**config.mk**
```make
export PLATFORM = sky130hd
export DESIGN_NAME = exec_top
export DESIGN_NICKNAME = d
export VERILOG_FILES = /design/src/exec_pkg.sv /design/src/exec_req_if.sv /design/src/alu.sv /design/src/ex_stage.sv /design/src/mul_unit.sv /design/src/div_unit.sv /design/src/exec_top.sv
export SDC_FILE = /design/constraint.sdc
export NUM_CORES = 2
export LEC_CHECK = 0
export BUFFER_PORTS_ARGS = -buffer_cell sky130_fd_sc_hd__buf_4
export CAP_MARGIN = 20
export CORE_ASPECT_RATIO = 1.1
export CORE_UTILIZATION = 59
export CTS_BUF_LIST = sky130_fd_sc_hd__clkbuf_4
export DETAILED_ROUTE_END_ITERATION = 12
export PLACE_DENSITY = 0.78
export SYNTH_ARGS = -nofsm -noshare
export SYNTH_HDL_FRONTEND = slang
export SYNTH_SLANG_ARGS = --single-unit
```
**constraint.sdc**
```tcl
create_clock -name clk -period 25.1 [get_ports clk]
set_clock_uncertainty 0.2 [all_clocks]
set_input_delay 2.51 -clock clk [delete_from_list [all_inputs] [get_ports clk]]
set_output_delay 2.51 -clock clk [all_outputs]
set_load 0.02 [all_outputs]
```
**src/exec_pkg.sv**
```systemverilog
package exec_pkg;

	localparam int XLEN = 32;

	typedef logic [XLEN-1:0] word_t;
	typedef logic [XLEN-1:0] addr_t;
	typedef logic [4:0]      reg_idx_t;
	typedef logic [5:0]      ecode_t;

	// One-hot ALU operation, bit positions below
	typedef logic [11:0] alu_op_t;
	localparam int ALU_ADD  = 0;
	localparam int ALU_SUB  = 1;
	localparam int ALU_SLT  = 2;
	localparam int ALU_SLTU = 3;
	localparam int ALU_AND  = 4;
	localparam int ALU_NOR  = 5;
	localparam int ALU_OR   = 6;
	localparam int ALU_XOR  = 7;
	localparam int ALU_SLL  = 8;
	localparam int ALU_SRL  = 9;
	localparam int ALU_SRA  = 10;
	localparam int ALU_LUI  = 11;

	typedef logic [2:0] mul_op_t;
	localparam int MUL_LO = 0;
	localparam int MULH_S = 1;
	localparam int MULH_U = 2;

	// Divide by zero gives quotient all ones, remainder = dividend.
	// Most negative / -1 gives quotient = dividend, remainder = 0.
	typedef logic [3:0] div_op_t;
	localparam int DIV_S = 0;
	localparam int MOD_S = 1;
	localparam int DIV_U = 2;
	localparam int MOD_U = 3;

	// Halfword ops need addr[0] clear, word ops addr[1:0] clear
	typedef logic [7:0] mem_op_t;
	localparam int MEM_LDB  = 0;
	localparam int MEM_LDH  = 1;
	localparam int MEM_LDW  = 2;
	localparam int MEM_STB  = 3;
	localparam int MEM_STH  = 4;
	localparam int MEM_STW  = 5;
	localparam int MEM_LDBU = 6;
	localparam int MEM_LDHU = 7;

	localparam ecode_t ECODE_ALE = 6'h9;

	typedef enum logic [1:0] {
		DIV_IDLE,
		DIV_BUSY,
		DIV_DONE
	} div_state_t;

endpackage

```
**src/exec_req_if.sv**
```systemverilog
`timescale 1ns/100ps

interface exec_req_if import exec_pkg::*; ();

	logic       valid;
	logic       ready;
	// Multiply ops use the low three bits only
	logic [3:0] op;
	word_t      src1;
	word_t      src2;

	modport issuer (
		output valid,
		output op,
		output src1,
		output src2,
		input  ready
	);

	modport unit (
		input  valid,
		input  op,
		input  src1,
		input  src2,
		output ready
	);

endinterface

```
**src/alu.sv**
```systemverilog
`timescale 1ns/100ps

module alu import exec_pkg::*; (
	input  alu_op_t alu_op,
	input  word_t   src1,
	input  word_t   src2,
	output word_t   result
);

	logic          use_sub;
	word_t         adder_b;
	logic [XLEN:0] adder_sum;
	logic          slt;
	logic          sltu;
	logic [4:0]    shamt;
	word_t         sll_res;
	word_t         srl_res;
	word_t         sra_res;

	// Subtract, SLT and SLTU share the adder
	assign use_sub   = alu_op[ALU_SUB] | alu_op[ALU_SLT] | alu_op[ALU_SLTU];
	assign adder_b   = use_sub ? ~src2 : src2;
	assign adder_sum = {1'b0, src1} + {1'b0, adder_b} + {{XLEN{1'b0}}, use_sub};

	assign slt  = (src1[XLEN-1] & ~src2[XLEN-1]) |
		(~(src1[XLEN-1] ^ src2[XLEN-1]) & adder_sum[XLEN-1]);
	// No carry out means a borrow
	assign sltu = ~adder_sum[XLEN];

	assign shamt   = src2[4:0];
	assign sll_res = src1 << shamt;
	assign srl_res = src1 >> shamt;
	assign sra_res = $signed(src1) >>> shamt;

	always_comb begin
		result = '0;
		if (alu_op[ALU_ADD] | alu_op[ALU_SUB])
			result = result | adder_sum[XLEN-1:0];
		if (alu_op[ALU_SLT])
			result = result | {{(XLEN-1){1'b0}}, slt};
		if (alu_op[ALU_SLTU])
			result = result | {{(XLEN-1){1'b0}}, sltu};
		if (alu_op[ALU_AND])
			result = result | (src1 & src2);
		if (alu_op[ALU_NOR])
			result = result | ~(src1 | src2);
		if (alu_op[ALU_OR])
			result = result | (src1 | src2);
		if (alu_op[ALU_XOR])
			result = result | (src1 ^ src2);
		if (alu_op[ALU_SLL])
			result = result | sll_res;
		if (alu_op[ALU_SRL])
			result = result | srl_res;
		if (alu_op[ALU_SRA])
			result = result | sra_res;
		if (alu_op[ALU_LUI])
			result = result | src2;
	end

endmodule

```
**src/ex_stage.sv**
```systemverilog
`timescale 1ns/100ps

module ex_stage import exec_pkg::*; #(
	parameter addr_t RESET_PC = 32'h1c000000
) (
	input  logic      clk,
	input  logic      rst,
	input  logic      in_valid,
	output logic      in_ready,
	output logic      out_valid,
	input  logic      out_ready,
	input  logic      flush,
	input  addr_t     pc,
	input  word_t     imm,
	input  word_t     rj_value,
	input  word_t     rkd_value,
	input  alu_op_t   alu_op,
	input  mul_op_t   mul_op,
	input  div_op_t   div_op,
	input  mem_op_t   mem_op,
	input  logic      src1_is_pc,
	input  logic      src2_is_imm,
	input  logic      res_from_mul,
	input  logic      res_from_div,
	input  reg_idx_t  dest,
	input  logic      has_exception,
	input  ecode_t    ecode_in,
	exec_req_if.issuer mul_req,
	exec_req_if.issuer div_req,
	output word_t     alu_result_out,
	output addr_t     pc_out,
	output reg_idx_t  dest_out,
	output logic      has_exception_out,
	output ecode_t    ecode_out,
	output addr_t     badv_out
);

	word_t src1;
	word_t src2;
	word_t alu_result;
	logic  half_op;
	logic  word_op;
	logic  ale;
	logic  kill;
	logic  req_issued;
	logic  ready_go;
	logic  transfer;

	assign src1 = src1_is_pc ? pc : rj_value;
	assign src2 = src2_is_imm ? imm : rkd_value;

	alu i_alu (
		.alu_op (alu_op),
		.src1   (src1),
		.src2   (src2),
		.result (alu_result)
	);

	// Address alignment check on the ALU result
	assign half_op = mem_op[MEM_LDH] | mem_op[MEM_STH] | mem_op[MEM_LDHU];
	assign word_op = mem_op[MEM_LDW] | mem_op[MEM_STW];
	assign ale     = (half_op & alu_result[0]) | (word_op & (|alu_result[1:0]));

	// Flushed or faulting instructions pass straight through
	assign kill = flush | has_exception | ale;

	assign mul_req.valid = in_valid & res_from_mul & ~kill & ~req_issued;
	assign mul_req.op    = {1'b0, mul_op};
	assign mul_req.src1  = src1;
	assign mul_req.src2  = src2;

	assign div_req.valid = in_valid & res_from_div & ~kill & ~req_issued;
	assign div_req.op    = div_op;
	assign div_req.src1  = src1;
	assign div_req.src2  = src2;

	assign ready_go = ~(mul_req.valid & ~mul_req.ready) & ~(div_req.valid & ~div_req.ready);
	assign in_ready = ~rst & (~in_valid | (ready_go & out_ready));
	assign transfer = in_valid & ready_go & out_ready;

	// A unit took the request but the stage is stalled downstream,
	// so the request must not be sent twice
	always_ff @(posedge clk) begin
		if (rst)
			req_issued <= 1'b0;
		else if (transfer)
			req_issued <= 1'b0;
		else if ((mul_req.valid & mul_req.ready) | (div_req.valid & div_req.ready))
			req_issued <= 1'b1;
	end

	always_ff @(posedge clk) begin
		if (rst)
			out_valid <= 1'b0;
		else if (out_ready)
			out_valid <= in_valid & ready_go & ~flush;
	end

	always_ff @(posedge clk) begin
		if (rst)
			pc_out <= RESET_PC;
		else if (transfer)
			pc_out <= pc;
	end

	always_ff @(posedge clk) begin
		if (transfer) begin
			alu_result_out    <= alu_result;
			dest_out          <= dest;
			has_exception_out <= has_exception | ale;
			// Incoming exception wins over ALE
			if (has_exception)
				ecode_out <= ecode_in;
			else if (ale)
				ecode_out <= ECODE_ALE;
			else
				ecode_out <= '0;
			badv_out <= ale ? alu_result : pc;
		end
	end

	a_out_valid_hold: assert property (@(posedge clk) disable iff (rst)
		!out_ready |=> $stable(out_valid));

	a_no_req_on_exc: assert property (@(posedge clk) disable iff (rst)
		in_valid && has_exception |-> !mul_req.valid && !div_req.valid);

endmodule

```
**src/mul_unit.sv**
```systemverilog
`timescale 1ns/100ps

module mul_unit import exec_pkg::*; (
	input  logic     clk,
	input  logic     rst,
	exec_req_if.unit req,
	output logic     result_valid,
	output word_t    result
);

	logic                 sext;
	logic                 v1;
	logic                 hi_q;
	logic signed [XLEN:0] a_q;
	logic signed [XLEN:0] b_q;
	logic [2*XLEN+1:0]    product;

	// Fully pipelined, never stalls
	assign req.ready = 1'b1;

	// Low word is the same either way
	assign sext = req.op[MUL_LO] | req.op[MULH_S];

	always_ff @(posedge clk) begin
		if (rst)
			v1 <= 1'b0;
		else
			v1 <= req.valid & req.ready;
	end

	// Stage 1 operands, extended to 33 bits
	always_ff @(posedge clk) begin
		if (req.valid & req.ready) begin
			a_q  <= {sext & req.src1[XLEN-1], req.src1};
			b_q  <= {sext & req.src2[XLEN-1], req.src2};
			hi_q <= req.op[MULH_S] | req.op[MULH_U];
		end
	end

	assign product = a_q * b_q;

	always_ff @(posedge clk) begin
		if (rst)
			result_valid <= 1'b0;
		else
			result_valid <= v1;
	end

	always_ff @(posedge clk) begin
		if (v1)
			result <= hi_q ? product[2*XLEN-1:XLEN] : product[XLEN-1:0];
	end

	a_mul_latency: assert property (@(posedge clk) disable iff (rst)
		req.valid && req.ready |-> ##2 result_valid);

endmodule

```
**src/div_unit.sv**
```systemverilog
`timescale 1ns/100ps

module div_unit import exec_pkg::*; (
	input  logic     clk,
	input  logic     rst,
	exec_req_if.unit req,
	output logic     result_valid,
	output word_t    result
);

	div_state_t    state;
	logic          is_signed;
	logic          neg_a;
	logic          neg_b;
	word_t         abs_a;
	word_t         abs_b;
	word_t         quo;
	word_t         rem;
	word_t         den;
	logic [4:0]    cnt;
	logic          neg_q;
	logic          neg_r;
	logic          sel_quo;
	logic [XLEN:0] shifted;
	logic [XLEN:0] diff;

	assign req.ready = (state == DIV_IDLE);

	assign is_signed = req.op[DIV_S] | req.op[MOD_S];
	assign neg_a     = is_signed & req.src1[XLEN-1];
	assign neg_b     = is_signed & req.src2[XLEN-1];
	assign abs_a     = neg_a ? -req.src1 : req.src1;
	assign abs_b     = neg_b ? -req.src2 : req.src2;

	// Restoring step, borrow shows in the top bit
	assign shifted = {rem, quo[XLEN-1]};
	assign diff    = shifted - {1'b0, den};

	always_ff @(posedge clk) begin
		if (rst) begin
			state <= DIV_IDLE;
		end else begin
			case (state)
				DIV_IDLE: begin
					if (req.valid) begin
						sel_quo <= req.op[DIV_S] | req.op[DIV_U];
						cnt     <= '0;
						den     <= abs_b;
						if (req.src2 == '0) begin
							quo   <= '1;
							rem   <= req.src1;
							neg_q <= 1'b0;
							neg_r <= 1'b0;
							state <= DIV_DONE;
						end else if (is_signed && req.src1 == {1'b1, {(XLEN-1){1'b0}}} &&
							req.src2 == '1) begin
							quo   <= req.src1;
							rem   <= '0;
							neg_q <= 1'b0;
							neg_r <= 1'b0;
							state <= DIV_DONE;
						end else begin
							quo   <= abs_a;
							rem   <= '0;
							neg_q <= neg_a ^ neg_b;
							neg_r <= neg_a;
							state <= DIV_BUSY;
						end
					end
				end
				DIV_BUSY: begin
					if (diff[XLEN]) begin
						rem <= shifted[XLEN-1:0];
						quo <= {quo[XLEN-2:0], 1'b0};
					end else begin
						rem <= diff[XLEN-1:0];
						quo <= {quo[XLEN-2:0], 1'b1};
					end
					cnt <= cnt + 5'd1;
					if (cnt == 5'd31)
						state <= DIV_DONE;
				end
				default: state <= DIV_IDLE;
			endcase
		end
	end

	assign result_valid = (state == DIV_DONE);
	assign result = sel_quo ? (neg_q ? -quo : quo) : (neg_r ? -rem : rem);

	// Partial remainder stays below the divisor on every step
	a_rem_below_den: assert property (@(posedge clk) disable iff (rst)
		state == DIV_BUSY |-> rem < den);

endmodule

```
**src/exec_top.sv**
```systemverilog
`timescale 1ns/100ps

module exec_top import exec_pkg::*; #(
	parameter addr_t RESET_PC = 32'h1c000000
) (
	input  logic     clk,
	input  logic     rst,
	input  logic     in_valid,
	output logic     in_ready,
	output logic     out_valid,
	input  logic     out_ready,
	input  logic     flush,
	input  addr_t    pc,
	input  word_t    imm,
	input  word_t    rj_value,
	input  word_t    rkd_value,
	input  alu_op_t  alu_op,
	input  mul_op_t  mul_op,
	input  div_op_t  div_op,
	input  mem_op_t  mem_op,
	input  logic     src1_is_pc,
	input  logic     src2_is_imm,
	input  logic     res_from_mul,
	input  logic     res_from_div,
	input  reg_idx_t dest,
	input  logic     has_exception,
	input  ecode_t   ecode_in,
	output word_t    alu_result_out,
	output addr_t    pc_out,
	output reg_idx_t dest_out,
	output logic     has_exception_out,
	output ecode_t   ecode_out,
	output addr_t    badv_out,
	output logic     mul_result_valid,
	output word_t    mul_result,
	output logic     div_result_valid,
	output word_t    div_result
);

	exec_req_if mul_req ();
	exec_req_if div_req ();

	ex_stage #(
		.RESET_PC (RESET_PC)
	) i_ex_stage (
		.clk               (clk),
		.rst               (rst),
		.in_valid          (in_valid),
		.in_ready          (in_ready),
		.out_valid         (out_valid),
		.out_ready         (out_ready),
		.flush             (flush),
		.pc                (pc),
		.imm               (imm),
		.rj_value          (rj_value),
		.rkd_value         (rkd_value),
		.alu_op            (alu_op),
		.mul_op            (mul_op),
		.div_op            (div_op),
		.mem_op            (mem_op),
		.src1_is_pc        (src1_is_pc),
		.src2_is_imm       (src2_is_imm),
		.res_from_mul      (res_from_mul),
		.res_from_div      (res_from_div),
		.dest              (dest),
		.has_exception     (has_exception),
		.ecode_in          (ecode_in),
		.mul_req           (mul_req),
		.div_req           (div_req),
		.alu_result_out    (alu_result_out),
		.pc_out            (pc_out),
		.dest_out          (dest_out),
		.has_exception_out (has_exception_out),
		.ecode_out         (ecode_out),
		.badv_out          (badv_out)
	);

	mul_unit i_mul_unit (
		.clk          (clk),
		.rst          (rst),
		.req          (mul_req),
		.result_valid (mul_result_valid),
		.result       (mul_result)
	);

	div_unit i_div_unit (
		.clk          (clk),
		.rst          (rst),
		.req          (div_req),
		.result_valid (div_result_valid),
		.result       (div_result)
	);

endmodule

```
==> results.toml <==
[status]
status = "finished, final reports clean"

[setup_path]
critical_path_arrival_ns = 8.06
crit_type = "in -> out"
timing.rr.start = "i_mul_unit.a_q[9]"
cp.required_ns = 22.39
cp-end-kind = "primary output"
worst-path-max-fanout = 36
cp-start-kind = "input port"
cp-startpoint = "src2_is_imm"

[synth]
yosysSeqAreaShare = 0.148
synth-edff-count = 279
syn_inst = 6713
syn_nets = 8364
ys_ff_latch = 317
netlist_area_um2 = 61900
ys.flop_type = "edfxtp_1"
synth_warnings = 0
async_reset_ff_frac = 0
ys_types = 87
postSynthAreaPerCell_um2 = 9.22

[clock_network]
clk_path_buf_depth = 3
post_cts_buffers = 0
cts_hold_buffers = 0
cts-root-buf = "clkbuf_4"
path_clk_slew_ns = 0.06
post_cts_resized = 0
insertion_delay_ns = 0.96
tritoncts = "built"
cts_buffers = 86
clock-sinks = 317
htreeDepth = 3

[sta]
tightestPinTransition_ns = 1.15
fin_ws_ns = 14.33
slew_headroom = 0.220
fin_crit_sh = 0.429
rsz0062_at_grt = "false"
period_minus_slack_ns = 10.77
maxSlewViolCount = 0
tns_ns = 0
setup_violations = 0
hold_viol_final = 0
max_freq_mhz = 92.8
whs_ns = 0.255

[final_layout]
final_cells = 8385
design_area_um2 = 67000
area_delta_synth_final_pct = 8.35
final_core_util = 0.645
final_nets = 8577
drive_gt1_frac = 0.107

[route]
drt-total-wl_um = 213000
ant_nets = 0
routed_via_density = 6.19
drt-initial-drc-count = 4893
vias = 51902
drc = 0
dr.max_layer_used = "met5"
dr.pass1.iters = 6
met2_length_um = 97900
dr_wl_met3_um = 21900
wl_per_cell_um = 25.4
drt-met1-wl_um = 73600

[placement]
dp_hpwl_um = 162000
placed_area_um2 = 65900
numPortBuffers = 347
gp_congestion = 1.05
dp.cells = 8223
place_ws_ns = 14.42

[floorplanning]
io-pin-count = 352
die_h_um = 342
dieArea_um2 = 106000
fp-row-count = 124
chipWidth_um = 311
coreArea_um2 = 104000
initial_core_util = 0.595

[power]
switching_share = 0.520
p_seq_frac = 0.147
clock_power_share = 0.115
pwr-share-comb = 0.738
p_sw_mw = 2.24
powerDensity_nw_per_um2 = 64.1
vdd_drop_max_mv = 0.149
p_int_mw = 2.06
power_mw = 4.30
p_leak_nw = 31.1

[global_routing]
grtUsageTotal = 0.405
grt_max_degree = 72
grt_pass1_vias = 54673
grt_overflow_total = 0
grt_first_pass_wirelength_um = 321000
antenna_found_initial = 6

[flow_run]
cap_violations = 0

[worst_hold_path]
hold_class = "reg -> reg"
hp-start = "i_ex_stage.pc_out[16]"
==> synthesized netlist by cell type (all sizes together) (14+ instances only) <==
| library cell | count | area (µm²) |
|---|---|---|
| a211oi | 47 | 353 |
| a21o | 56 | 420 |
| a21oi | 246 | 1230 |
| a221oi | 23 | 201 |
| a22oi | 19 | 143 |
| a31oi | 53 | 332 |
| and2 | 296 | 1850 |
| and3 | 14 | 87.6 |
| buf | 55 | 313 |
| clkbuf | 311 | 1170 |
| dfxtp | 38 | 761 |
| edfxtp | 279 | 8380 |
| fa | 1127 | 22600 |
| ha | 348 | 4350 |
| inv | 1131 | 4250 |
| mux2 | 65 | 732 |
| mux2i | 204 | 2120 |
| nand2 | 1074 | 4030 |
| nand2b | 54 | 338 |
| nand3 | 50 | 250 |
| nand4 | 26 | 163 |
| nor2 | 261 | 980 |
| nor2b | 15 | 93.8 |
| nor3 | 62 | 320 |
| nor4 | 22 | 156 |
| o2111ai | 21 | 184 |
| o211ai | 30 | 225 |
| o21a | 16 | 128 |
| o21ai | 207 | 1060 |
| o21bai | 21 | 158 |
| o221ai | 14 | 123 |
| o22ai | 36 | 225 |
| o31ai | 35 | 263 |
| o41ai | 14 | 123 |
| or2 | 17 | 106 |
| or3 | 24 | 150 |
| xnor2 | 198 | 1730 |
| xor2 | 73 | 639 |
==> layout by cell type, fill, tap and decap left out, types with 30 or more instances in the layout <==
cell type	instances
nand3_1	50
mux2_2	36
nor3_1	59
and2_1	296
xnor2_1	198
mux2i_1	183
dfxtp_1	37
a31oi_1	53
xor2_1	73
clkbuf_4	132
edfxtp_1	279
nand2_1	1074
ha_1	348
o211ai_1	30
fa_1	1127
o22ai_1	36
nand2b_1	53
inv_1	1118
o21ai_0	202
buf_4	490
o31ai_1	35
a21o_1	56
a211oi_1	46
a21oi_1	245
nor2_1	261
==> path summary, 6_finish.rpt <==
path | to | slack, ns | cells past startpoint
max | in_ready | 14.33 | 17
min | i_ex_stage.pc_out[16] | 0.25 | 2
max reg2reg | i_mul_unit.result[25] | 15.16 | 26
min reg2reg | i_ex_stage.pc_out[16] | 0.25 | 2
==> routing by layer <==
layer	global-route usage	vias up
met5	0	-
met3	0.0870	900
met1	0.474	25832
met2	0.654	3287
li1	-	21881
met4	0.317	2
==> worst max-delay path: stages <==
cell and delay [ns]:
buf_4 0.58, mux2i_4 0.34, buf_4 0.43, mux2i_1 0.35, inv_1 0.12, fa_1 0.41
nor2b_1 0.38, o31ai_1 0.16, a2111oi_0 0.65, o21ai_0 0.34, nand4_1 0.17, a21oi_1 0.16
or4_1 0.80, o21ai_4 0.23, a21o_1 0.13, a21oi_1 0.06, buf_4 0.18
==> power groups by stage <==
| stage | clock [mW] | sequential, mW | combinational [mW] |
|---|---|---|---|
| global route | 0.524 | 0.633 | 3.41 |
| global placement | 0 | 0.643 | 3.02 |
| finish | 0.492 | 0.632 | 3.17 |
| CTS | 0.499 | 0.632 | 3.11 |
| floorplan | 0 | 0.660 | 2.07 |
| detailed placement | 0 | 0.643 | 3.09 |
==> final cells by class <==
| type | count | area, µm² |
|---|---|---|
| multi-input cells | 4894 | 47100 |
| fillers | 8618 | 36900 |
| flip-flops and latches | 317 | 9140 |
| inverters | 1136 | 4270 |
| repair buffers | 491 | 3690 |
| well taps | 1386 | 1730 |
| clock buffers | 131 | 983 |
| clock inverters | 26 | 143 |
| diodes | 4 | 10.0 |
==> sequential cells by signal (all words and copies together), names as in the netlist, 6 cells and up <==
name and cells:
i_div_unit.rem 32, i_ex_stage.ecode_out 6, i_div_unit.quo 32, i_mul_unit.a_q 33, i_ex_stage.badv_out 32, i_mul_unit.result 32, i_div_unit.den 32, i_mul_unit.b_q 33
i_ex_stage.pc_out 32, i_ex_stage.alu_result_out 32
==> cell families after synthesis <==
logic type | synth area share
simple gates | 0.142
xor+xnor | 0.0384
buf+inv | 0.0928
fa+ha+maj | 0.435
compound gates | 0.0967
flops | 0.148
mux | 0.0471
Note: power is estimated with default switching activity, not from simulation.
